## src/hdl/soc_pkg.sv

```systemverilog
// --------------------------------------------------
// soc bus backbone definitions
// --------------------------------------------------

package soc_pkg;

	// wishbone widths
	localparam int WB_ADR_W = 32;
	localparam int WB_DAT_W = 32;
	localparam int WB_SEL_W = 4;

	// region codes on the top address bits
	// 0x2000_0000 range
	localparam logic [2:0] REGION_BRAM = 3'b001;
	// 0xC000_0000 and up
	localparam logic [1:0] REGION_CSR = 2'b11;

	// block ram word address
	localparam int BRAM_ADR_W = 10;

	// csr bus taken from byte address bits 15..2
	localparam int CSR_A_W = 14;
	localparam int CSR_BANK_W = 4;

	// identifier seen in every bank
	localparam logic [31:0] SYSTEM_ID = 32'h53334558;

	// bank numbers on the csr bus
	localparam logic [CSR_BANK_W-1:0] CSR_BANK_A = 4'd1;
	localparam logic [CSR_BANK_W-1:0] CSR_BANK_B = 4'd4;

	// bus targets, value is the bit in the one-hot select
	typedef enum logic [1:0] {
		SLV_BRAM = 2'd0,
		SLV_CSR  = 2'd1,
		SLV_NONE = 2'd2
	} slave_e;

	// register index in the low two csr address bits
	typedef enum logic [1:0] {
		CSR_GPIO_IN  = 2'd0,
		CSR_GPIO_OUT = 2'd1,
		CSR_IRQ      = 2'd2,
		CSR_SYSID    = 2'd3
	} csr_reg_e;

	// debug display switch codes
	typedef enum logic [3:0] {
		DBG_BUS  = 4'b0000,
		DBG_GPIO = 4'b0001
	} dbg_sel_e;

endpackage
```

## src/hdl/wb_decoder.sv

```systemverilog
// --------------------------------------------------
// wishbone address decoder
// --------------------------------------------------
`timescale 1ns/1ps

module wb_decoder (
	input  logic                         sys_clk,
	input  logic                         sys_rst,
	// master side
	input  logic [soc_pkg::WB_ADR_W-1:0] wb_adr_i,
	input  logic                         wb_cyc_i,
	input  logic                         wb_stb_i,
	output logic                         wb_ack_o,
	output logic [soc_pkg::WB_DAT_W-1:0] wb_dat_o,
	// block ram
	output logic                         bram_stb_o,
	input  logic                         bram_ack_i,
	input  logic [soc_pkg::WB_DAT_W-1:0] bram_dat_i,
	// csr bridge
	output logic                         csr_stb_o,
	input  logic                         csr_ack_i,
	input  logic [soc_pkg::WB_DAT_W-1:0] csr_dat_i,
	// activity indicator
	output logic [2:0]                   slave_sel_o
);
	import soc_pkg::*;

	slave_e slv;
	logic   req;
	logic   none_ack;

	// region decode, ram checked first
	always_comb begin
		if (wb_adr_i[WB_ADR_W-1 -: 3] == REGION_BRAM)
			slv = SLV_BRAM;
		else if (wb_adr_i[WB_ADR_W-1 -: 2] == REGION_CSR)
			slv = SLV_CSR;
		else
			slv = SLV_NONE;
	end

	assign req        = wb_cyc_i & wb_stb_i;
	assign bram_stb_o = req & (slv == SLV_BRAM);
	assign csr_stb_o  = req & (slv == SLV_CSR);

	// --------------------------------------------------
	// unmapped responder
	// --------------------------------------------------
	// one-cycle ack, never twice in a row
	always_ff @(posedge sys_clk) begin
		if (sys_rst)
			none_ack <= 1'b0;
		else
			none_ack <= req & (slv == SLV_NONE) & ~none_ack;
	end

	// return path
	always_comb begin
		case (slv)
			SLV_BRAM: begin
				wb_ack_o = bram_ack_i;
				wb_dat_o = bram_dat_i;
			end
			SLV_CSR: begin
				wb_ack_o = csr_ack_i;
				wb_dat_o = csr_dat_i;
			end
			default: begin
				wb_ack_o = none_ack;
				wb_dat_o = '0;
			end
		endcase
	end

	// registered one-hot select, cleared outside a cycle
	always_ff @(posedge sys_clk) begin
		if (sys_rst)
			slave_sel_o <= '0;
		else if (wb_cyc_i)
			slave_sel_o <= 3'b001 << slv;
		else
			slave_sel_o <= '0;
	end

endmodule

```

## config.mk

```make
export PLATFORM = sky130hd
export DESIGN_NAME = wb_decoder
export DESIGN_NICKNAME = d
export VERILOG_FILES = /design/src/hdl/soc_pkg.sv /design/src/hdl/wb_decoder.sv
export SDC_FILE = /design/constraint.sdc
export NUM_CORES = 1
export LEC_CHECK = 0
export ABC_AREA = 1
export BUFFER_PORTS_ARGS = -buffer_cell sky130_fd_sc_hd__buf_2
export CORE_MARGIN = 3
export CORE_UTILIZATION = 25
export CTS_CLUSTER_SIZE = 14
export DETAILED_ROUTE_END_ITERATION = 10
export PLACE_DENSITY = 0.82
export RECOVER_POWER = 25
export SLEW_MARGIN = 5
export SYNTH_ARGS = -nofsm -noshare
export SYNTH_HDL_FRONTEND = slang
export SYNTH_SLANG_ARGS = --single-unit
```

## constraint.sdc

```tcl
create_clock -name sys_clk -period 0.8 [get_ports sys_clk]
set_input_delay 0.04 -clock sys_clk [delete_from_list [all_inputs] [get_ports sys_clk]]
set_output_delay 0.04 -clock sys_clk [all_outputs]
set_load 0.1 [all_outputs]
```

==> flow_metrics.env <==
export IMPL_grt_pass1_vias=1304
export IMPL_dp_slack_ns=-0.1669
export IMPL_ant_nets=0
export IMPL_status="complete, but fails checks"
export IMPL_ctsHtreeMaxLevel=1
export IMPL_vdd_drop_max_mv=1.365
export IMPL_drt_initial_drc_count=114
export IMPL_drc_errors=0
export IMPL_use_met3_pct=3.509
export IMPL_worst_pin_slew_ns=0.2859
export IMPL_fmax_mhz=959.9
export IMPL_path_cells="buf_8 > nor2_4 > buf_12 > clkbuf_16 > nand3_1 > nand2_4 > buf_12"
export IMPL_die_w_um=58.37
export IMPL_cellLeakagePower_nw=1.142
export IMPL_io_pins=140
export IMPL_crit_type="in2out"
export IMPL_clockBufferDepth=2
export IMPL_top_usage_layer="met2"
export IMPL_ys_flop_type="dfxtp_1"
export IMPL_core_area_um2=2545
export IMPL_hold_path_class="in2reg"
export IMPL_rsz0062_at_grt="true"
export IMPL_max_stage_delay_ns=0.17
export IMPL_slew_headroom_pct=80.94
export IMPL_synthCells=133
export IMPL_cpMaxStageDelayCell="buf_12"
export IMPL_p_per_area_nw_per_um2=1049
export IMPL_layout_drive_gt1_share_pct=81.20
export IMPL_hold_depth=3
export IMPL_setup_violations_final=36
export IMPL_yosys_warnings=0
export IMPL_cts_buffers=3
export IMPL_wire_per_inst_um=25.17
export IMPL_start_util_pct=26.94
export IMPL_drv_slew=0
export IMPL_port_buffers=110
export IMPL_worst_r2r_path_depth=3
export IMPL_clock_latency_ns=0.24
export IMPL_rows=18
export IMPL_use_met1_pct=25.00
export IMPL_clkSinkCount=4
export IMPL_violations="negative setup slack"
export IMPL_yosys_top_cells_count="60 x nand2_1, 35 x nand3_1, 11 x nand2_2"
export IMPL_hold_viol=0
export IMPL_vias_per_cell=5.856
export IMPL_ys_top_cells_by_area="nand2_1 33%, nand3_1 26%, dfxtp_1 12%"
export IMPL_cts_tree="built"
export IMPL_synth_cell_types=11
export IMPL_post_synth_top_area_cell="nand2_1"
export IMPL_cp_arrival_ns=1.00
export IMPL_drv_cap=0
export IMPL_cts_reportedPaths_clkPinSlew_ns=0.04
export IMPL_vias=1663
export IMPL_layout_setup_ws_ns=-0.2418
export IMPL_crit_top_cell="buf_12"
export IMPL_overflow=0
export IMPL_end_kind="output pin"
export IMPL_syn_nets=235
export IMPL_antenna_found_initial=1
export IMPL_required_ns=0.76
export IMPL_period_minus_slack_ns=1.042
export IMPL_async_flop_share_pct=0
export IMPL_grt_pass1_wl_mm=5.934
export IMPL_finalCritPeriodShare_pct=130.2
export IMPL_dpl_hpwl_mm=3.050
export IMPL_die_h_um=58.37
export IMPL_grtUsageMet2_pct=43.86
export IMPL_drt_first_pass_iters=5
export IMPL_yosysSeqAreaShare_pct=11.68
export IMPL_synth_seq_cells=4
export IMPL_syn_area_um2=685.7
export IMPL_setup_tns_ns=-5.573
export IMPL_place_gp_congestion=0.7055
export IMPL_nets=354
export IMPL_routed_wl_mm=7.147
export IMPL_avgSynthCellArea_um2=5.155
export IMPL_clock_skew_ns=0
export IMPL_design_area_um2=2462
export IMPL_grtUsageTotal_pct=22.64
export IMPL_place_area_um2=2133
export IMPL_synth_top_area_share_pct=32.85
export IMPL_start_kind="input port"
export IMPL_dieArea_um2=3407
export IMPL_postCtsHoldBufs=0
export IMPL_root_buffer="clkbuf_4"
export IMPL_grt_max_degree=23
export IMPL_syn_to_final_growth_pct=259.1
export IMPL_yosysMostFrequentCell="nand2_1"
export IMPL_synth_edf_count=0
export IMPL_cp_max_fo=6
## area by class of cell
cell class	count	area, um2
fill	47	82.58
clock buffer	3	22.52
antenna	4	10.01
inverter	6	25.02
timing repair buffer	124	1361
sequential	4	85.08
tap	30	37.54
multi-input combinational	113	920.9
## worst paths after layout
path | from | end | slack (ns)
hold / removal | wb_stb_i | none_ack$_SDFF_PP0_ | 0.12
setup reg to reg | none_ack$_SDFF_PP0_ | none_ack$_SDFF_PP0_ | 0.14
hold reg to reg | none_ack$_SDFF_PP0_ | none_ack$_SDFF_PP0_ | 0.58
setup / recovery | wb_adr_i[30] | wb_dat_o[19] | -0.24
## power by group
group / total [mW] / leakage (nW) / switching (mW) / internal (mW)
clock network: 0.255 / 0.0138 / 0.0867 / 0.168
registers: 0.214 / 0.0344 / 0.00553 / 0.209
logic: 2.11 / 1.09 / 1.35 / 0.767
total: 2.58 / 1.14 / 1.44 / 1.14
## layer usage
metal  up-vias  share of wire [%]
li1        665                  -
met1       759                 30
met2       177                 51
met3        62                8.9
met4         0                9.6
met5         -                  0
## cell families (layout without fill, tap and decap cells)
group | Yosys count | after routing | share of synthesized area [%]
and+or+nand+nor | 113 | 113 | 73.36
DFF | 4 | 4 | 11.68
other | 0 | 4 | 0
buffers and inverters | 16 | 133 | 14.96
## worst max-delay path, delay by kind of cell
kind	cells	cell delay (ns)
AND/OR/NAND/NOR	3	0.39
buffers and inverters	4	0.56
## layout by cell type, fill, tap and decap left out, drive strengths merged
| cell type | n |
|---|---|
| diode | 4 |
| nand3 | 35 |
| inv | 6 |
| clkbuf | 6 |
| nand2 | 71 |
| nor2 | 7 |
| dfxtp | 4 |
| buf | 121 |
## through the flow
stage | hold WS, ns | instances | util [%] | power (mW)
after floorplan | 0.1657 | 133 | - | 1.337
after global placement | 0.2845 | 271 | 83.83 | 2.066
after detailed placement | 0.2878 | 271 | 83.83 | 2.094
after CTS | 0.06348 | 276 | 87.02 | 2.394
after global routing | 0.1227 | 283 | 96.66 | 2.633
final | 0.1171 | 284 | 96.76 | 2.583
## sequential cells by signal (all words and copies together), names as in the netlist
signal       flops
slave_sel_o      3
none_ack         1
## repair_timing
item,CTS,global route
pin swaps,4,8
cloned,0,3
gates resized for setup,12,31
setup endpoints to repair,35,37
buffers inserted,2,1
(Power assumes the default switching activity.)
