$ cat config.mk
export PLATFORM = sky130hd
export DESIGN_NAME = csr_bridge
export DESIGN_NICKNAME = d
export VERILOG_FILES = /design/src/hdl/soc_pkg.sv /design/src/hdl/csr_bridge.sv
export SDC_FILE = /design/constraint.sdc
export NUM_CORES = 1
export LEC_CHECK = 0
export BUFFER_PORTS_ARGS = -buffer_cell sky130_fd_sc_hd__buf_2
export CORE_MARGIN = 1.5
export CORE_UTILIZATION = 31
export CTS_BUF_LIST = sky130_fd_sc_hd__clkbuf_2
export DETAILED_ROUTE_END_ITERATION = 8
export PLACE_DENSITY = 0.63
export SLEW_MARGIN = 10
export SYNTH_ARGS = -nofsm -noshare
export SYNTH_HDL_FRONTEND = slang
export SYNTH_SLANG_ARGS = --single-unit
$ cat constraint.sdc
create_clock -name sys_clk -period 10.66 [get_ports sys_clk]
set_clock_uncertainty 0.15 [all_clocks]
set_input_delay 2.132 -clock sys_clk [delete_from_list [all_inputs] [get_ports sys_clk]]
set_output_delay 2.132 -clock sys_clk [all_outputs]
set_load 0.02 [all_outputs]
$ cat src/hdl/soc_pkg.sv
// --------------------------------------------------
// soc bus backbone definitions
// --------------------------------------------------

package soc_pkg;

	// wishbone widths
	localparam int WB_ADR_W = 32;
	localparam int WB_DAT_W = 32;
	localparam int WB_SEL_W = 4;

	// region codes on the top address bits
	// 0x2000_0000 range
	localparam logic [2:0] REGION_BRAM = 3'b001;
	// 0xC000_0000 and up
	localparam logic [1:0] REGION_CSR = 2'b11;

	// block ram word address
	localparam int BRAM_ADR_W = 10;

	// csr bus taken from byte address bits 15..2
	localparam int CSR_A_W = 14;
	localparam int CSR_BANK_W = 4;

	// identifier seen in every bank
	localparam logic [31:0] SYSTEM_ID = 32'h53334558;

	// bank numbers on the csr bus
	localparam logic [CSR_BANK_W-1:0] CSR_BANK_A = 4'd1;
	localparam logic [CSR_BANK_W-1:0] CSR_BANK_B = 4'd4;

	// bus targets, value is the bit in the one-hot select
	typedef enum logic [1:0] {
		SLV_BRAM = 2'd0,
		SLV_CSR  = 2'd1,
		SLV_NONE = 2'd2
	} slave_e;

	// register index in the low two csr address bits
	typedef enum logic [1:0] {
		CSR_GPIO_IN  = 2'd0,
		CSR_GPIO_OUT = 2'd1,
		CSR_IRQ      = 2'd2,
		CSR_SYSID    = 2'd3
	} csr_reg_e;

	// debug display switch codes
	typedef enum logic [3:0] {
		DBG_BUS  = 4'b0000,
		DBG_GPIO = 4'b0001
	} dbg_sel_e;

endpackage
$ cat src/hdl/csr_bridge.sv
// --------------------------------------------------
// wishbone to csr bridge
// --------------------------------------------------
`timescale 1ns/1ps

module csr_bridge (
	input  logic                         sys_clk,
	input  logic                         sys_rst,
	input  logic                         stb_i,
	input  logic                         we_i,
	input  logic [soc_pkg::WB_ADR_W-1:0] adr_i,
	input  logic [soc_pkg::WB_DAT_W-1:0] dat_i,
	output logic                         ack_o,
	output logic [soc_pkg::WB_DAT_W-1:0] dat_o,
	// csr bus
	output logic [soc_pkg::CSR_A_W-1:0]  csr_a_o,
	output logic                         csr_we_o,
	output logic [soc_pkg::WB_DAT_W-1:0] csr_dw_o,
	input  logic [soc_pkg::WB_DAT_W-1:0] csr_dr_i
);
	import soc_pkg::*;

	typedef enum logic {ST_IDLE, ST_CAPTURE} state_e;

	state_e state;
	logic   start;

	// no restart while the master still sees our ack
	assign start = (state == ST_IDLE) & stb_i & ~ack_o;

	always_ff @(posedge sys_clk) begin
		if (sys_rst) begin
			state    <= ST_IDLE;
			ack_o    <= 1'b0;
			csr_we_o <= 1'b0;
		end else begin
			// write strobe lasts one cycle
			csr_we_o <= start & we_i;
			ack_o    <= (state == ST_CAPTURE);
			state    <= start ? ST_CAPTURE : ST_IDLE;
		end
	end

	// first cycle presents address, second grabs read data
	always_ff @(posedge sys_clk) begin
		if (start) begin
			csr_a_o  <= adr_i[CSR_A_W+1:2];
			csr_dw_o <= dat_i;
		end
		if (state == ST_CAPTURE)
			dat_o <= csr_dr_i;
	end

endmodule

==> out/metrics.csv, run 1 <==
stage,metric,value,unit
clock_tree,cts_tree,done,
critical_path,critical_path.top_delay_family,flip-flops,
run_status,status,completed,
critical_path,path_buf_inv,1,
critical_path,end_kind,output port,
synthesis,yosysWarnings,0,
synthesis,synthFlopType,edfxtp_1,
sta,fin_crit,3404,ps
grt,grt_pass1_vias,1451,
die,die_y,91.83,um
synthesis,synth_edf_count,78,
sta,layout_setup_ws,7256,ps
drt,initialDrtViolationCount,29,
cells_and_area,layoutNonFillerInstCount,366,
drt,drc,0,
synthesis,synthTopCellsByArea,"edfxtp_1, dfxtp_1, nor4b_4",
clock_tree,cts-root-buf,clkbuf_2,
drt,via_per_inst,4.077,
cells_and_area,drive_gt1_frac,0.6856,
synthesis,syn_area,2446,um^2
critical_path,critPathMaxStageDelay,450,ps
critical_path,slowest_stage,dfxtp_1,
critical_path,critPathMaxFanout,3,
die,core_area,7687,um^2
critical_path,crit_path_cell_trace,buf_2,
critical_path,critPathArrivalTime,1120,ps
die,core.rowCount,32,
clock_tree,cts_inserted_buffers,9,
power_and_ir_drop,powerDensity,177.2,nW/um^2
placed_design,gpl.final_weighted_congestion,0.6880,
grt,grt_max_degree,47,
sta,fmax,0.2938,GHz
grt,grt_use_total,0.1097,
placed_design,io_buffers,161,
synthesis,syn-num-nets,185,
synthesis,yosysMostFrequentCell,edfxtp_1,
synthesis,synth_cell_types,6,
clock_tree,clkSinkCount,81,
sta,drv_slew,0,
synthesis,synthArstFlopShare,0,
cells_and_area,nets,359,
critical_path,path_class,flip-flop to output port,
hold_path,min_path_type,flip-flop to flip-flop,
critical_path,critPathRequiredTime,8380,ps
power_and_ir_drop,p_leak,1.523,nW
sta,fin_crit_sh,0.3193,
synthesis,ys_ff_latch,81,
drt,drtPass1Iterations,3,
clock_tree,clk_latency,470,ps
drt,via_count,1492,
sta,relSlewSlack,0.6352,
drt,antenna_left,0,
cells_and_area,n_fill_cell,707,
synthesis,syn_area_per_cell,28.78,um^2
critical_path,startpoint_type,flip-flop,
power_and_ir_drop,peakVddDrop,89.77,uV
synthesis,yosys.area.top_type,edfxtp_1,
placed_design,dp_worst_setup_slack,7259,ps
drt,wire_per_inst,12.75,um
sta,rsz0062_at_grt,no,
clock_tree,htree_levels,3,
grt,antenna_found_initial,0,
die,io_pins,180,
clock_tree,post_cts_resized,0,
run,max_cap_viol_count,0,
sta,tns,0,ps
synthesis,synthTopCellsByCount,"edfxtp_1, dfxtp_1",
clock_tree,ctsHoldBuffers,0,
sta,worst_pin_slew,547.2,ps
clock_tree,postCtsSetupBuffers,0,
synthesis,synth_top_area_frac,0.9575,
cells_and_area,area_delta_synth_final,45.47,%
sta,setup_viol,0,
cells_and_area,finish.utilization,0.4629,
clock_tree,clkTransAtPathRegs,200,ps
grt,grt_pass1_wl,6.768,mm
die,dieArea,8433,um^2
die,start_util,0.3182,
synthesis,seq_area_frac_synth,0.9821,
grt,grt_overflow,0,
sta,hold_viol_final,0,
die,die_w,91.83,um
synthesis,synth_cells,85,
cells_and_area,n_antenna_cell,0,
drt,wl,4.665,mm
clock_tree,clk_path_buf_depth,2,
placed_design,dpl.cell_count,350,
## worst paths after layout
| check | start | end | slack, ps | cells past startpoint |
|---|---|---|---|---|
| worst min register to register | ack_o | state | 410 | 1 |
| worst min-delay path | ack_o | state | 410 | 1 |
| worst max-delay path | ack_o | ack_o | 7260 | 1 |
| worst max register to register | state | csr_dw_o[23] | 8860 | 3 |
## layout by cell type (no fill, tap or decap), drive strengths merged
| master | instances |
|---|---|
| buf | 163 |
| nor3b | 1 |
| nor2b | 1 |
| edfxtp | 78 |
| and2 | 1 |
| bufinv | 3 |
| clkinv | 2 |
| nor4b | 1 |
| dfxtp | 3 |
| clkbuf | 11 |
## metrics by stage
stage                     hold slack [ps]  area [um^2]  power, mW
after global placement              348.3         3400     0.4396
after detailed placement            365.0         3400     0.4409
final                               407.8         3558     0.6306
after global routing                414.3         3558     0.6583
after CTS                           416.8         3558     0.6409
after floorplan                     448.1         2446     0.4105
## kinds of logic after synthesis
| group | count (synthesis) | synth area share |
|---|---|---|
| AND/OR/NAND/NOR | 4 | 0.01791 |
| flip-flops | 81 | 0.9821 |
## metal layers
metal / GRT usage / routed length [um] / vias up
met5: 0 / 0 / -
met4: 0.05385 / 82 / 0
met3: 0.06882 / 746 / 9
met2: 0.1673 / 2030 / 129
met1: 0.1191 / 1805 / 664
li1: - / - / 690
## report_power, final
group          leakage [nW]  switching [mW]  total, mW  internal, mW
logic                 0.664          0.0375     0.0595        0.0219
clock network        0.0961          0.0948      0.198         0.103
registers             0.762         0.00371      0.373         0.369
## layout make-up
class	count	area (um^2)	share of cell area
timing repair buffer	163	820.8	0.2307
multi-input combinational	4	48.80	0.01371
sequential	81	2402	0.6751
clock inverter	5	103.9	0.02918
tap	102	127.6	0.03586
clock buffer	11	55.05	0.01547
## registers in the layout, indices dropped and copies added, names as in the netlist
register	cells
csr_dw_o	32
dat_o	32
csr_a_o	14
ack_o	1
csr_we_o	1
state	1
No activity file was read; power rests on OpenSTA's default activity.
==> run 2: changes to the inputs <==
==> constraint.sdc (replaced) <==
create_clock -name sys_clk -period 3.2 [get_ports sys_clk]
set_clock_uncertainty 0.15 [all_clocks]
set_input_delay 0.64 -clock sys_clk [delete_from_list [all_inputs] [get_ports sys_clk]]
set_output_delay 0.64 -clock sys_clk [all_outputs]
set_load 0.02 [all_outputs]
==> run 2 against run 1 <==
Global-route usage grew 0.13 points. Clock-buffer cell count is 2 lower. First-iteration DRC count rose by 110%. Critical endpoint unchanged. Largest cell class unchanged.
==> out/metrics.csv, run 2 (synthesized netlist as in run 1, its figures left out) <==
stage,metric,value,unit
drt,via_count,1465,
cells_and_area,finish.utilization,0.4588,
power_and_ir_drop,peakVddDrop,284.7,uV
die,start_util,0.3182,
power_and_ir_drop,total_power,1.979,mW
sta,fmax,0.5118,GHz
placed_design,placed_cell_area,3406,um^2
cells_and_area,nets,359,
grt,grt_max_degree,47,
run,max_cap_viol_count,0,
critical_path,critical_path.top_delay_family,flip-flops,
clock_tree,cts_inserted_buffers,9,
drt,drc,0,
sta,hold_viol_final,0,
critical_path,critPathMaxFanout,3,
die,core.rowCount,32,
clock_tree,clk_latency,480,ps
critical_path,path_class,flip-flop to output port,
drt,wire_per_inst,12.98,um
clock_tree,postCtsSetupBuffers,0,
sta,relSlewSlack,0.6417,
cells_and_area,drive_gt1_frac,0.6818,
die,core_area,7687,um^2
power_and_ir_drop,powerDensity,561.1,nW/um^2
clock_tree,htree_levels,3,
sta,fin_crit,1954,ps
die,die_w,91.83,um
die,dieArea,8433,um^2
power_and_ir_drop,p_leak,1.499,nW
clock_tree,cts-root-buf,clkbuf_2,
critical_path,slowest_stage,dfxtp_1,
drt,drtPass1Iterations,4,
cells_and_area,finalInstanceArea,3527,um^2
hold_path,min_path_type,primary input to flip-flop,
clock_tree,clkTransAtPathRegs,250,ps
sta,worst_pin_slew,537.4,ps
critical_path,critPathMaxStageDelay,480,ps
critical_path,end_kind,output port,
sta,setup_viol,0,
sta,fin_crit_sh,0.6106,
cells_and_area,reg.largest.list,"csr_dw_o: 32 flops, dat_o: 32 flops, csr_a_o: 14 flops",
clock_tree,clkSinkCount,81,
sta,finalHoldWorstSlack,125.6,ps
drt,initialDrtViolationCount,61,
sta,drv_slew,0,
grt,grt_use_total,0.1109,
sta,rsz0062_at_grt,no,
critical_path,startpoint_type,flip-flop,
run_status,status,completed,
critical_path,critPathArrivalTime,1160,ps
grt,grt_pass1_vias,1380,
cells_and_area,layout_commonest_cell,buf_2,
grt,antenna_found_initial,0,
die,io_pins,180,
cells_and_area,n_antenna_cell,0,
placed_design,gpl.final_weighted_congestion,0.6519,
die,die_y,91.83,um
clock_tree,clk_path_buf_depth,2,
critical_path,critPathRequiredTime,2410,ps
drt,antenna_left,0,
critical_path,r2r_slack,1390,ps
drt,via_per_inst,4.003,
grt,grt_overflow,0,
critical_path,path_buf_inv,1,
placed_design,io_buffers,161,
clock_tree,post_cts_resized,0,
cells_and_area,area_delta_synth_final,44.19,%
cells_and_area,n_fill_cell,711,
clock_tree,ctsHoldBuffers,0,
drt,wl,4.749,mm
cells_and_area,final_cell_mix,"buf_2, edfxtp_1, clkbuf_2, dfxtp_1, inv_6",
sta,tns,0,ps
grt,grt_pass1_wl,6.755,mm
critical_path,crit_path_cell_trace,buf_2,
clock_tree,cts_tree,done,
## run 2: cell count changes in the layout (fill, tap and decap cells not counted)
| cell | before | now |
|---|---|---|
| inv_6 | 0 | 3 |
| bufinv_16 | 3 | 1 |
| clkbuf_2 | 11 | 9 |
| clkinv_1 | 0 | 1 |
| clkinv_2 | 1 | 0 |
| clkinvlp_4 | 0 | 1 |
| nor3b_2 | 1 | 0 |
| nor3b_4 | 0 | 1 |
## run 2: cell type report
type | instances | area, um^2 | share of cell area
Clock buffer | 9 | 45.04 | 0.01277
Clock inverter | 7 | 76.32 | 0.02164
Timing Repair Buffer | 163 | 820.8 | 0.2327
Tap cell | 102 | 127.6 | 0.03618
Sequential cell | 81 | 2402 | 0.6811
Multi-Input combinational cell | 4 | 55.05 | 0.01561
## run 2: report_power, final
group          switching [mW]  internal [mW]
combinational           0.127         0.0740
sequential             0.0119           1.23
clock                   0.348          0.188
## run 2: per-layer routing
metal	share of wire	global-route usage
met5	0	0
met2	0.44	0.1604
met1	0.39	0.1323
met4	0.019	0.07308
met3	0.14	0.05141
## run 2: worst paths after layout
| kind | from | end | cells past startpoint |
|---|---|---|---|
| max | ack_o | ack_o | 1 |
| min | dat_i[6] | csr_dw_o[6] | 1 |
| max reg2reg | state | csr_dw_o[7] | 3 |
| min reg2reg | ack_o | state | 1 |
## run 2: per-stage QoR
step	setup WS (ps)	instances
2_1_floorplan	565.4	85
3_3_place_gp	1296	350
3_5_place_dp	1292	350
4_1_cts	1167	366
5_1_grt	1129	366
6_report	1246	366
