**config.mk**
```make
export PLATFORM = sky130hd
export DESIGN_NAME = sysctl_regs
export DESIGN_NICKNAME = d
export VERILOG_FILES = /design/src/hdl/soc_pkg.sv /design/src/hdl/sysctl_regs.sv
export SDC_FILE = /design/constraint.sdc
export NUM_CORES = 1
export LEC_CHECK = 0
export BUFFER_PORTS_ARGS = -buffer_cell sky130_fd_sc_hd__buf_4
export CAP_MARGIN = 20
export CORE_ASPECT_RATIO = 1.5
export CORE_MARGIN = 2
export CORE_UTILIZATION = 33
export DETAILED_ROUTE_END_ITERATION = 6
export PLACE_DENSITY = 0.73
export SKIP_CTS_REPAIR_TIMING = 1
export SLEW_MARGIN = 25
export SYNTH_ARGS = -nofsm -noshare
export SYNTH_HDL_FRONTEND = slang
export SYNTH_SLANG_ARGS = --single-unit
```
**constraint.sdc**
```tcl
create_clock -name sys_clk -period 1.06 [get_ports sys_clk]
set_input_delay 0.053 -clock sys_clk [delete_from_list [all_inputs] [get_ports sys_clk]]
set_output_delay 0.053 -clock sys_clk [all_outputs]
set_load 0.02 [all_outputs]
```
**src/hdl/soc_pkg.sv**
```systemverilog
// --------------------------------------------------
// soc bus backbone definitions
// --------------------------------------------------

package soc_pkg;

	// wishbone widths
	localparam int WB_ADR_W = 32;
	localparam int WB_DAT_W = 32;
	localparam int WB_SEL_W = 4;

	// region codes on the top address bits
	// 0x2000_0000 range
	localparam logic [2:0] REGION_BRAM = 3'b001;
	// 0xC000_0000 and up
	localparam logic [1:0] REGION_CSR = 2'b11;

	// block ram word address
	localparam int BRAM_ADR_W = 10;

	// csr bus taken from byte address bits 15..2
	localparam int CSR_A_W = 14;
	localparam int CSR_BANK_W = 4;

	// identifier seen in every bank
	localparam logic [31:0] SYSTEM_ID = 32'h53334558;

	// bank numbers on the csr bus
	localparam logic [CSR_BANK_W-1:0] CSR_BANK_A = 4'd1;
	localparam logic [CSR_BANK_W-1:0] CSR_BANK_B = 4'd4;

	// bus targets, value is the bit in the one-hot select
	typedef enum logic [1:0] {
		SLV_BRAM = 2'd0,
		SLV_CSR  = 2'd1,
		SLV_NONE = 2'd2
	} slave_e;

	// register index in the low two csr address bits
	typedef enum logic [1:0] {
		CSR_GPIO_IN  = 2'd0,
		CSR_GPIO_OUT = 2'd1,
		CSR_IRQ      = 2'd2,
		CSR_SYSID    = 2'd3
	} csr_reg_e;

	// debug display switch codes
	typedef enum logic [3:0] {
		DBG_BUS  = 4'b0000,
		DBG_GPIO = 4'b0001
	} dbg_sel_e;

endpackage
```
**src/hdl/sysctl_regs.sv**
```systemverilog
// --------------------------------------------------
// system controller register bank
// --------------------------------------------------
`timescale 1ns/1ps

module sysctl_regs #(
	parameter logic [soc_pkg::CSR_BANK_W-1:0] CSR_BANK = soc_pkg::CSR_BANK_A,
	parameter int                             N_IN     = 3
) (
	input  logic                         sys_clk,
	input  logic                         sys_rst,
	input  logic [soc_pkg::CSR_A_W-1:0]  csr_a_i,
	input  logic                         csr_we_i,
	input  logic [soc_pkg::WB_DAT_W-1:0] csr_dw_i,
	output logic [soc_pkg::WB_DAT_W-1:0] csr_dr_o,
	input  logic [N_IN-1:0]              gpio_i,
	output logic [soc_pkg::WB_DAT_W-1:0] gpio_o,
	output logic                         irq_o
);
	import soc_pkg::*;

	logic [N_IN-1:0]     in_meta;
	logic [N_IN-1:0]     in_sync;
	logic [N_IN-1:0]     in_last;
	logic [N_IN-1:0]     pending;
	logic                bank_hit;
	csr_reg_e            reg_idx;
	logic [WB_DAT_W-1:0] in_word;
	logic [WB_DAT_W-1:0] pend_word;

	assign bank_hit = (csr_a_i[CSR_A_W-1 -: CSR_BANK_W] == CSR_BANK);
	assign reg_idx  = csr_reg_e'(csr_a_i[1:0]);

	// --------------------------------------------------
	// inputs and change interrupt
	// --------------------------------------------------
	// two-flop sync, third flop for edge detect
	always_ff @(posedge sys_clk) begin
		if (sys_rst) begin
			in_meta <= '0;
			in_sync <= '0;
			in_last <= '0;
			pending <= '0;
		end else begin
			in_meta <= gpio_i;
			in_sync <= in_meta;
			in_last <= in_sync;
			// new change wins over a clear
			if (csr_we_i & bank_hit & (reg_idx == CSR_IRQ))
				pending <= (pending & ~csr_dw_i[N_IN-1:0]) | (in_sync ^ in_last);
			else
				pending <= pending | (in_sync ^ in_last);
		end
	end

	assign irq_o = |pending;

	// output register
	always_ff @(posedge sys_clk) begin
		if (sys_rst)
			gpio_o <= '0;
		else if (csr_we_i & bank_hit & (reg_idx == CSR_GPIO_OUT))
			gpio_o <= csr_dw_i;
	end

	// read side, zero unless our bank
	always_comb begin
		in_word               = '0;
		in_word[N_IN-1:0]     = in_sync;
		pend_word             = '0;
		pend_word[N_IN-1:0]   = pending;
		csr_dr_o              = '0;
		if (bank_hit) begin
			case (reg_idx)
				CSR_GPIO_IN:  csr_dr_o = in_word;
				CSR_GPIO_OUT: csr_dr_o = gpio_o;
				CSR_IRQ:      csr_dr_o = pend_word;
				CSR_SYSID:    csr_dr_o = SYSTEM_ID;
				default:      csr_dr_o = '0;
			endcase
		end
	end

endmodule

```
==> qor.csv, run 1 <==
metric,value,unit
dieArea,0.00733,sq mm
timing.final.ws_setup,-0.153,ns
worstSetupPathDepth,8,
worst-r2r-cell-count,2,
rows,36,
io_buffers,108,
crit_slowest_cell,nor4b_4,
syn_inst,236,
diodes,0,
path_clk_slew,0.07,ns
slowest_delay,0.24,ns
insertion_delay,0.29,ns
hold_class,in -> reg,
worstSetupStartpointType,input port,
synth.avg_cell_area,9.29,sq um
synth_warnings,0,
cap_violations,0,
grt_pass1_wl,9.20,mm
grt_usage,15.5,%
reg2reg_to,pending[0],
synth-seq-area-share,40.2,%
synth_edf_count,0,
violations,"negative hold slack, negative setup slack",
required,1.01,ns
post-route-period-util,114,%
antenna_left,0,
ios,117,
leakage,1.52,nW
path_cells,"buf_6, buf_6, nor4b_4, buf_4, nand2_2, buf_12, nor2_4, buf_6",
final_cell_mix,"buf_4, nand2b_1, dfxtp_1",
avgViaCountPerCell,4.66,
initial_core_util,33.8,%
cts_tree,yes,
crit_top_cell,buf_6,
hpwl,4.35,mm
period_minus_slack,1.21,ns
drt_pass1_iterations,4,
syn_area,0.00219,sq mm
antenna_found_initial,0,
grt-ovfl-total,0,
timing.hold.ws,-0.0101,ns
fp.coreArea,0.00649,sq mm
syn_to_final_growth,61.2,%
synth_cell_types,22,
setup_violations,62,
final_core_utilization,54.5,%
cts_sinks,44,
regToRegSetupSlack,0.38,ns
path_buf_inv,5,
ir_worst_vdd,0.000704,V
syn-num-nets,288,
relSlewSlack,83.8,%
placed_cells,416,
startpoint,csr_a_i[11],
synth_ff_type,dfxtp_1,
fin_setup_tns,-4.90,ns
grt_pass1_vias,1886,
path_delay_family,buffers and inverters,
cp.arrival,1.16,ns
max_freq,0.824,GHz
grt_max_degree,77,
num_vias,2002,
p_per_area,892,mW/mm^2
endpoint_kind,primary output,
status,finished with violations,
final_common_cell,buf_4,
cts_max_level,2,
post-place-ws,-0.278,ns
timing_worst_setup_path_type,in -> out,
critPathCapture,csr_dr_o[20],
clockBufferDepth,2,
dr.first_iter.drc_count,70,
finalWirelength,6.32,mm
slew_violations,0,
dieHeight,104,um
root_buffer,clkbuf_8,
rsz0062_at_grt,true,
fin_cells,430,
tightest_slew,0.243,ns
timing.rr.start,in_sync[0],
finClkSkew,0.000768,ns
gp_congestion,0.745,
wl_per_cell,14.7,um
hold_viol,1,
drive_gt1_share,46.0,%
cts_buffers,5,
synth-async-reset-ratio,0,%
nNetsFinal,406,
critPathMaxFanout,7,
drcViolationCount,0,
ys_ff_latch,44,
die_w,70.6,um
-- worst reg2reg max path, stage by stage (launching register included) --
cell and delay (ns):
dfxtp_2 0.34, xnor2_1 0.16, a21oi_1 0.08
-- flip-flops by register name, summed over array words and instances (netlist names) --
signal   count
in_last      3
pending      3
gpio_o      32
in_sync      3
in_meta      3
-- worst min-delay path by stage --
stage,from,cells after the start,slack [ns],endpoint
3_5_place_dp,gpio_i[1],2,0.28,in_meta[1]
4_1_cts,gpio_i[1],2,-0.02,in_meta[1]
5_1_grt,gpio_i[0],2,0.01,in_meta[0]
2_1_floorplan,gpio_i[0],1,0.18,in_meta[0]
3_3_place_gp,gpio_i[0],2,0.27,in_meta[0]
6_report,gpio_i[0],2,-0.01,in_meta[0]
-- where the power goes --
part	switching [mW]	total, mW	internal [mW]
Clock	0.528	0.977	0.449
Sequential	0.0163	1.70	1.68
Combinational	0.207	0.482	0.274
-- per-stage QoR --
stage,hold WS (ns),power (mW),area [sq um]
global placement,0.265,2.17,3190
finish,-0.0101,3.15,3540
floorplan,0.181,1.95,2280
detailed placement,0.279,2.18,3190
global route,0.0102,3.32,3540
CTS,-0.0240,3.16,3270
-- final cells by class --
type                    count  area [sq um]
repair buffers            128          1160
well taps                  76          95.1
fillers                   609          2950
multi-input cells         175          1320
clock inverters             1          5.00
clock buffers               6          72.6
flip-flops and latches     44           887
-- routing by layer --
metal  up-vias  global-route usage, %  part of all wire (%)
met5         -                      0                     0
met4         0                   4.04                  0.65
met3         4                   3.68                   4.7
met2        62                   27.8                    55
met1       928                   18.3                    40
li1       1008                      -                     -
-- synth_stat cells, drive strengths merged, types with 3 or more instances --
master	count	share of area, %
nand2b	64	18
dfxtp	44	40
mux2i	35	16
nor2	31	5.3
and3	16	4.8
clkbuf	11	1.9
nor2b	10	3.0
buf	6	3.7
a21oi	3	0.68
a2bb2oi	3	1.2
nand4b	3	1.2
o21ai	3	0.68
xnor2	3	1.2
-- kinds of logic after synthesis --
| logic type | after synthesis | share of synthesized area [%] |
|---|---|---|
| simple gates | 128 | 34.6 |
| flops | 44 | 40.2 |
| mux | 35 | 16.0 |
| buf+inv | 17 | 5.53 |
| compound gates | 9 | 2.57 |
| xor+xnor | 3 | 1.20 |
No activity file was read; power rests on OpenSTA's default activity.
==> inputs of run 2 (changes only) <==
--- a/config.mk
+++ b/config.mk
@@ -11,5 +11,5 @@
 export CORE_MARGIN = 2
-export CORE_UTILIZATION = 33
+export CORE_UTILIZATION = 40
 export DETAILED_ROUTE_END_ITERATION = 6
-export PLACE_DENSITY = 0.73
+export PLACE_DENSITY = 0.84
 export SKIP_CTS_REPAIR_TIMING = 1
==> constraint.sdc (replaced) <==
create_clock -name sys_clk -period 1.1 [get_ports sys_clk]
set_input_delay 0.055 -clock sys_clk [delete_from_list [all_inputs] [get_ports sys_clk]]
set_output_delay 0.055 -clock sys_clk [all_outputs]
set_load 0.05 [all_outputs]
==> run 2 against run 1 <==
First-iteration DRC count decreased by 7.1%. Core utilization is 16 points higher. Worst hold slack better by 0.024 ns. Clock skew is essentially flat. The flow finishes with violations (negative setup slack). Critical path depth decreased by 4. Power down 2.3%. Largest power group unchanged. Sequential power is 4% lower. Combinational power grew 9.3%. Routed wire length decreased by 0.33%.
==> qor.csv, run 2 (synthesis gave the netlist of run 1 again) <==
metric,value,unit,change
io_buffers,108,,unchanged
gp_congestion,0.817,,+9.7%
relSlewSlack,83.9,%,+0.12 points
max_freq,0.787,GHz,
rows,33,,-8.3%
nNetsFinal,408,,+0.49%
drive_gt1_share,50.8,%,+4.8 points
grt-ovfl-total,0,,unchanged
dieHeight,94.7,um,-8.8%
setup_violations,33,,-47%
hpwl,4.47,mm,+2.7%
post-route-period-util,115,%,
drt_pass1_iterations,4,,unchanged
num_vias,2039,,+1.8%
cp.arrival,1.21,ns,+0.05 ns
path_delay_family,flip-flops,,
slowest_delay,0.33,ns,+0.09 ns
hold_viol,0,,-1
path_cells,"mux2i_1, a2bb2oi_2, nor2_4, buf_6",,
hold_class,in -> reg,,
finClkSkew,0.000707,ns,-0.0000608 ns
dieArea,0.00610,sq mm,-17%
ir_worst_vdd,0.000660,V,-6.3%
path_clk_slew,0.07,ns,about the same
grt_max_degree,77,,unchanged
ios,117,,unchanged
grt_usage,19.0,%,+3.5 points
grt_pass1_vias,1972,,+4.6%
wl_per_cell,14.9,um,+1.1%
cts_sinks,44,,unchanged
tightest_slew,0.240,ns,-0.00279 ns
required,1.04,ns,+0.03 ns
design_area,0.00376,sq mm,+6.3%
p_total,3.08,mW,-2.3%
endpoint_kind,primary output,,
insertion_delay,0.29,ns,about the same
leakage,1.53,nW,+0.91%
worstSetupStartpointType,register,,
root_buffer,clkbuf_8,,
final_cell_mix,"buf_4, nand2b_1, dfxtp_1",,
largest_register,gpio_o,,
fin_setup_tns,-2.12,ns,+2.78 ns
regToRegSetupSlack,0.27,ns,-0.11 ns
initial_core_util,40.9,%,+7.0 points
antenna_left,0,,unchanged
cap_violations,0,,unchanged
drcViolationCount,0,,unchanged
fp.coreArea,0.00537,sq mm,-17%
grt_pass1_wl,9.00,mm,-2.2%
syn_to_final_growth,71.4,%,
period_minus_slack,1.27,ns,
postPlaceCellArea,0.00332,sq mm,+4.0%
post-place-ws,-0.164,ns,+0.114 ns
timing.final.ws_setup,-0.170,ns,-0.0171 ns
cts_tree,yes,,
critPathMaxFanout,3,,-4
rsz0062_at_grt,true,,
timing_worst_setup_path_type,reg -> out,,
final_common_cell,buf_4,,
avgViaCountPerCell,4.81,,+3.3%
slew_violations,0,,unchanged
finalWirelength,6.30,mm,-0.33%
dr.first_iter.drc_count,65,,-7.1%
status,finished with violations,,
antenna_found_initial,0,,unchanged
cts_max_level,2,,unchanged
final_core_utilization,70.0,%,+16 points
cts_buffers,5,,unchanged
violations,negative setup slack,,
path_buf_inv,1,,-4
p_per_area,820,mW/mm^2,-8.1%
clockBufferDepth,2,,unchanged
crit_slowest_cell,dfxtp_2,,
largest_register_ffs,32,,unchanged
diodes,0,,unchanged
die_w,64.5,um,-8.7%
==> run 2: cell types whose count changed in the layout (fill, tap and decap cells not counted), sizes merged <==
cell    change
clkinv      -1
clkbuf      -2
buf         +3
==> run 2: worst paths after layout <==
check             startpoint           to  cells past startpoint
setup / recovery  pending[2]  csr_dr_o[2]                      4
hold / removal     gpio_i[0]   in_meta[0]                      2
setup reg to reg  in_sync[2]   pending[2]                      3
hold reg to reg   in_meta[2]   in_sync[2]                      1
==> run 2: area by class of cell <==
cell class              count  area (sq um)
flip-flops and latches     44           890
multi-input cells         175          1430
repair buffers            130          1280
clock buffers               5          68.8
fillers                   423          1610
well taps                  70          87.6
==> run 2: through the flow <==
step | hold WS, ns | instances
2_1_floorplan | 0.183 | 236
3_3_place_gp | 0.263 | 414
3_5_place_dp | 0.276 | 414
4_1_cts | -0.0305 | 419
5_1_grt | 0.0119 | 424
6_report | 0.0144 | 424
==> run 2: worst reg2reg max path: cells and delay by family, from the launching register on <==
| kind | cells | cell delay (ns) |
|---|---|---|
| xor+xnor | 1 | 0.18 |
| flops | 1 | 0.33 |
| buf+inv | 1 | 0.13 |
| compound gates | 1 | 0.08 |
==> run 2: power breakdown <==
part	total (mW)	internal [mW]	switching (mW)	leakage (nW)
sequential	1.64	1.62	0.0175	0.359
combinational	0.527	0.277	0.250	1.14
clock	0.919	0.410	0.509	0.0359
total	3.08	2.31	0.776	1.53
==> run 2: layer usage <==
layer / track usage, % / share of wire, % / vias up
li1: - / - / 1010
met1: 18.6 / 36 / 949
met2: 36.8 / 56 / 66
met3: 5.24 / 4.6 / 14
met4: 7.80 / 2.5 / 0
met5: 0 / 0 / -
==> inputs of run 3 (changes only) <==
PLACE_DENSITY = default   (was 0.84)
PLACE_DENSITY_LB_ADDON = 0.12   (was default)
==> run 3 against run 2 <==
The run still ends with negative setup slack left. Clock-buffer cell count grew 3. Power grew 3.7%. Final area shrank 2.6%. Core utilization shrank 1.8 points. Combinational power shrank 1%. Register-to-register slack gained 0.14 ns. First-iteration DRC count grew 42%.
==> qor.csv, run 3 (synthesis gave the netlist of run 1 again) <==
metric,value,unit,change
post-place-ws,-0.178,ns,-0.0138 ns
cts_max_level,2,,unchanged
cts_sinks,44,,unchanged
hold_viol,0,,unchanged
power.switching,0.787,mW,+1.4%
tightest_slew,0.283,ns,+0.0426 ns
diodes,0,,unchanged
timing_worst_setup_path_type,reg -> out,,
timing.final.ws_setup,-0.154,ns,+0.0163 ns
setup_violations,31,,-6.1%
status,finished with violations,,
endpoint_kind,primary output,,
timing.rr.start,in_sync[1],,
grt_pass1_vias,1803,,-8.6%
worst-r2r-cell-count,2,,-1
slowest_delay,0.33,ns,about the same
cap_violations,0,,unchanged
grt-ovfl-total,0,,unchanged
num_vias,1997,,-2.1%
initial_core_util,40.9,%,unchanged
dieArea,0.00610,sq mm,unchanged
rsz0062_at_grt,true,,
p_per_area,873,mW/mm^2,+6.4%
final_common_cell,buf_4,,
drive_gt1_share,50.4,%,-0.42 points
hold_class,in -> reg,,
largest_register,gpio_o,,
cts_buffers,5,,unchanged
antenna_left,0,,unchanged
path_cells,"mux2i_1, a2bb2oi_2, nor2_4, buf_6",,
cp.arrival,1.20,ns,about the same
grt_usage,18.2,%,-0.77 points
register_area,891,sq um,+0.14%
slew_violations,0,,unchanged
gp_congestion,0.783,,-4.1%
reg2reg_to,pending[1],,
final_core_utilization,68.2,%,-1.8 points
crit_slowest_cell,dfxtp_2,,
fillers,429,,+1.4%
leakage,1.53,nW,+0.22%
finClkSkew,0.00331,ns,+0.00261 ns
period_minus_slack,1.25,ns,-0.0163 ns
final_cell_mix,"buf_4, nand2b_1, dfxtp_1",,
finalWirelength,5.86,mm,-7.0%
hpwl,4.14,mm,-7.3%
ir_worst_vdd,0.000774,V,+17%
io_buffers,108,,unchanged
dieHeight,94.7,um,unchanged
multi_input_area,0.00138,sq mm,-3.2%
insertion_delay,0.29,ns,about the same
worstSetupStartpointType,register,,
power.internal,2.41,mW,+4.4%
p_clk_share,32.5,%,+2.7 points
relSlewSlack,81.1,%,-2.8 points
dr.first_iter.drc_count,92,,+42%
fp.coreArea,0.00537,sq mm,unchanged
postPlaceCellArea,0.00331,sq mm,-0.23%
design_area,0.00366,sq mm,-2.6%
rows,33,,unchanged
grt_pass1_wl,8.58,mm,-4.8%
die_w,64.5,um,unchanged
grt_max_degree,77,,unchanged
hold_end,gpio_o[23],,
min_path_cells,3,,+1
critPathMaxFanout,3,,unchanged
avgViaCountPerCell,4.70,,-2.3%
path_clk_slew,0.08,ns,about the same
wl_per_cell,13.8,um,-7.2%
violations,negative setup slack,,
largest_register_ffs,32,,unchanged
regToRegSetupSlack,0.41,ns,+0.14 ns
nNetsFinal,406,,-0.49%
p_seq_share,51.2,%,-1.9 points
max_freq,0.798,GHz,+1.3%
cts_tree,yes,,
switching_share,24.6,%,-0.54 points
antenna_found_initial,0,,unchanged
root_buffer,clkbuf_8,,
ios,117,,unchanged
required,1.04,ns,about the same
worst_hold_startpoint,csr_dw_i[23],,
drcViolationCount,0,,unchanged
syn_to_final_growth,67.0,%,
post-route-period-util,114,%,-1.5 points
comb_power_share,16.3,%,-0.8 points
drt_pass1_iterations,4,,unchanged
clockBufferDepth,2,,unchanged
[run 3: area by class of cell]
| cell class | count | share of cell area (%) |
|---|---|---|
| well taps | 70 | 2.39 |
| repair buffers | 128 | 33.1 |
| multi-input cells | 175 | 37.7 |
| flip-flops and latches | 44 | 24.3 |
| clock buffers | 8 | 2.46 |
[run 3: through the flow]
stage | TNS (ns) | std cells | hold slack (ns) | power [mW]
3_3_place_gp | -7.38 | 413 | 0.267 | 2.15
5_1_grt | -3.71 | 425 | 0.0257 | 3.33
4_1_cts | -4.06 | 421 | -0.0302 | 3.19
2_1_floorplan | -4.17 | 236 | 0.183 | 1.93
6_report | -1.98 | 425 | 0.0250 | 3.20
3_5_place_dp | -8.67 | 413 | 0.272 | 2.16
[run 3: power by group through the flow]
stage / clock network, mW / registers (mW) / logic (mW)
final: 1.04 / 1.64 / 0.521
after global routing: 1.14 / 1.64 / 0.558
after CTS: 1.07 / 1.63 / 0.489
after detailed placement: 0 / 1.67 / 0.487
after global placement: 0 / 1.67 / 0.480
after floorplan: 0 / 1.68 / 0.249
[run 3: worst max path at each step]
stage / from / to / slack [ns] / depth (start not counted)
2_1_floorplan: csr_a_i[12] / gpio_o[0] / -0.08 / 5
3_3_place_gp: csr_a_i[12] / gpio_o[1] / -0.15 / 5
3_5_place_dp: csr_a_i[11] / pending[1] / -0.18 / 5
4_1_cts: pending[1] / csr_dr_o[1] / -0.24 / 4
5_1_grt: pending[0] / csr_dr_o[0] / -0.21 / 4
6_report: pending[0] / csr_dr_o[0] / -0.15 / 4
[run 3: layer usage]
metal	global-route usage, %	routed length, um	up-vias
met3	3.46	288	6
met1	22.4	2390	915
li1	-	-	1008
met4	6.38	97	0
met5	0	0	-
met2	31.7	3080	68
[run 3: critical path: cells and delay by family, from the launching register on]
| kind | cells | cell delay (ns) |
|---|---|---|
| DFF | 1 | 0.33 |
| AOI/OAI and AO/OA | 1 | 0.21 |
| and+or+nand+nor | 1 | 0.04 |
| muxes | 1 | 0.19 |
| buffers and inverters | 1 | 0.14 |
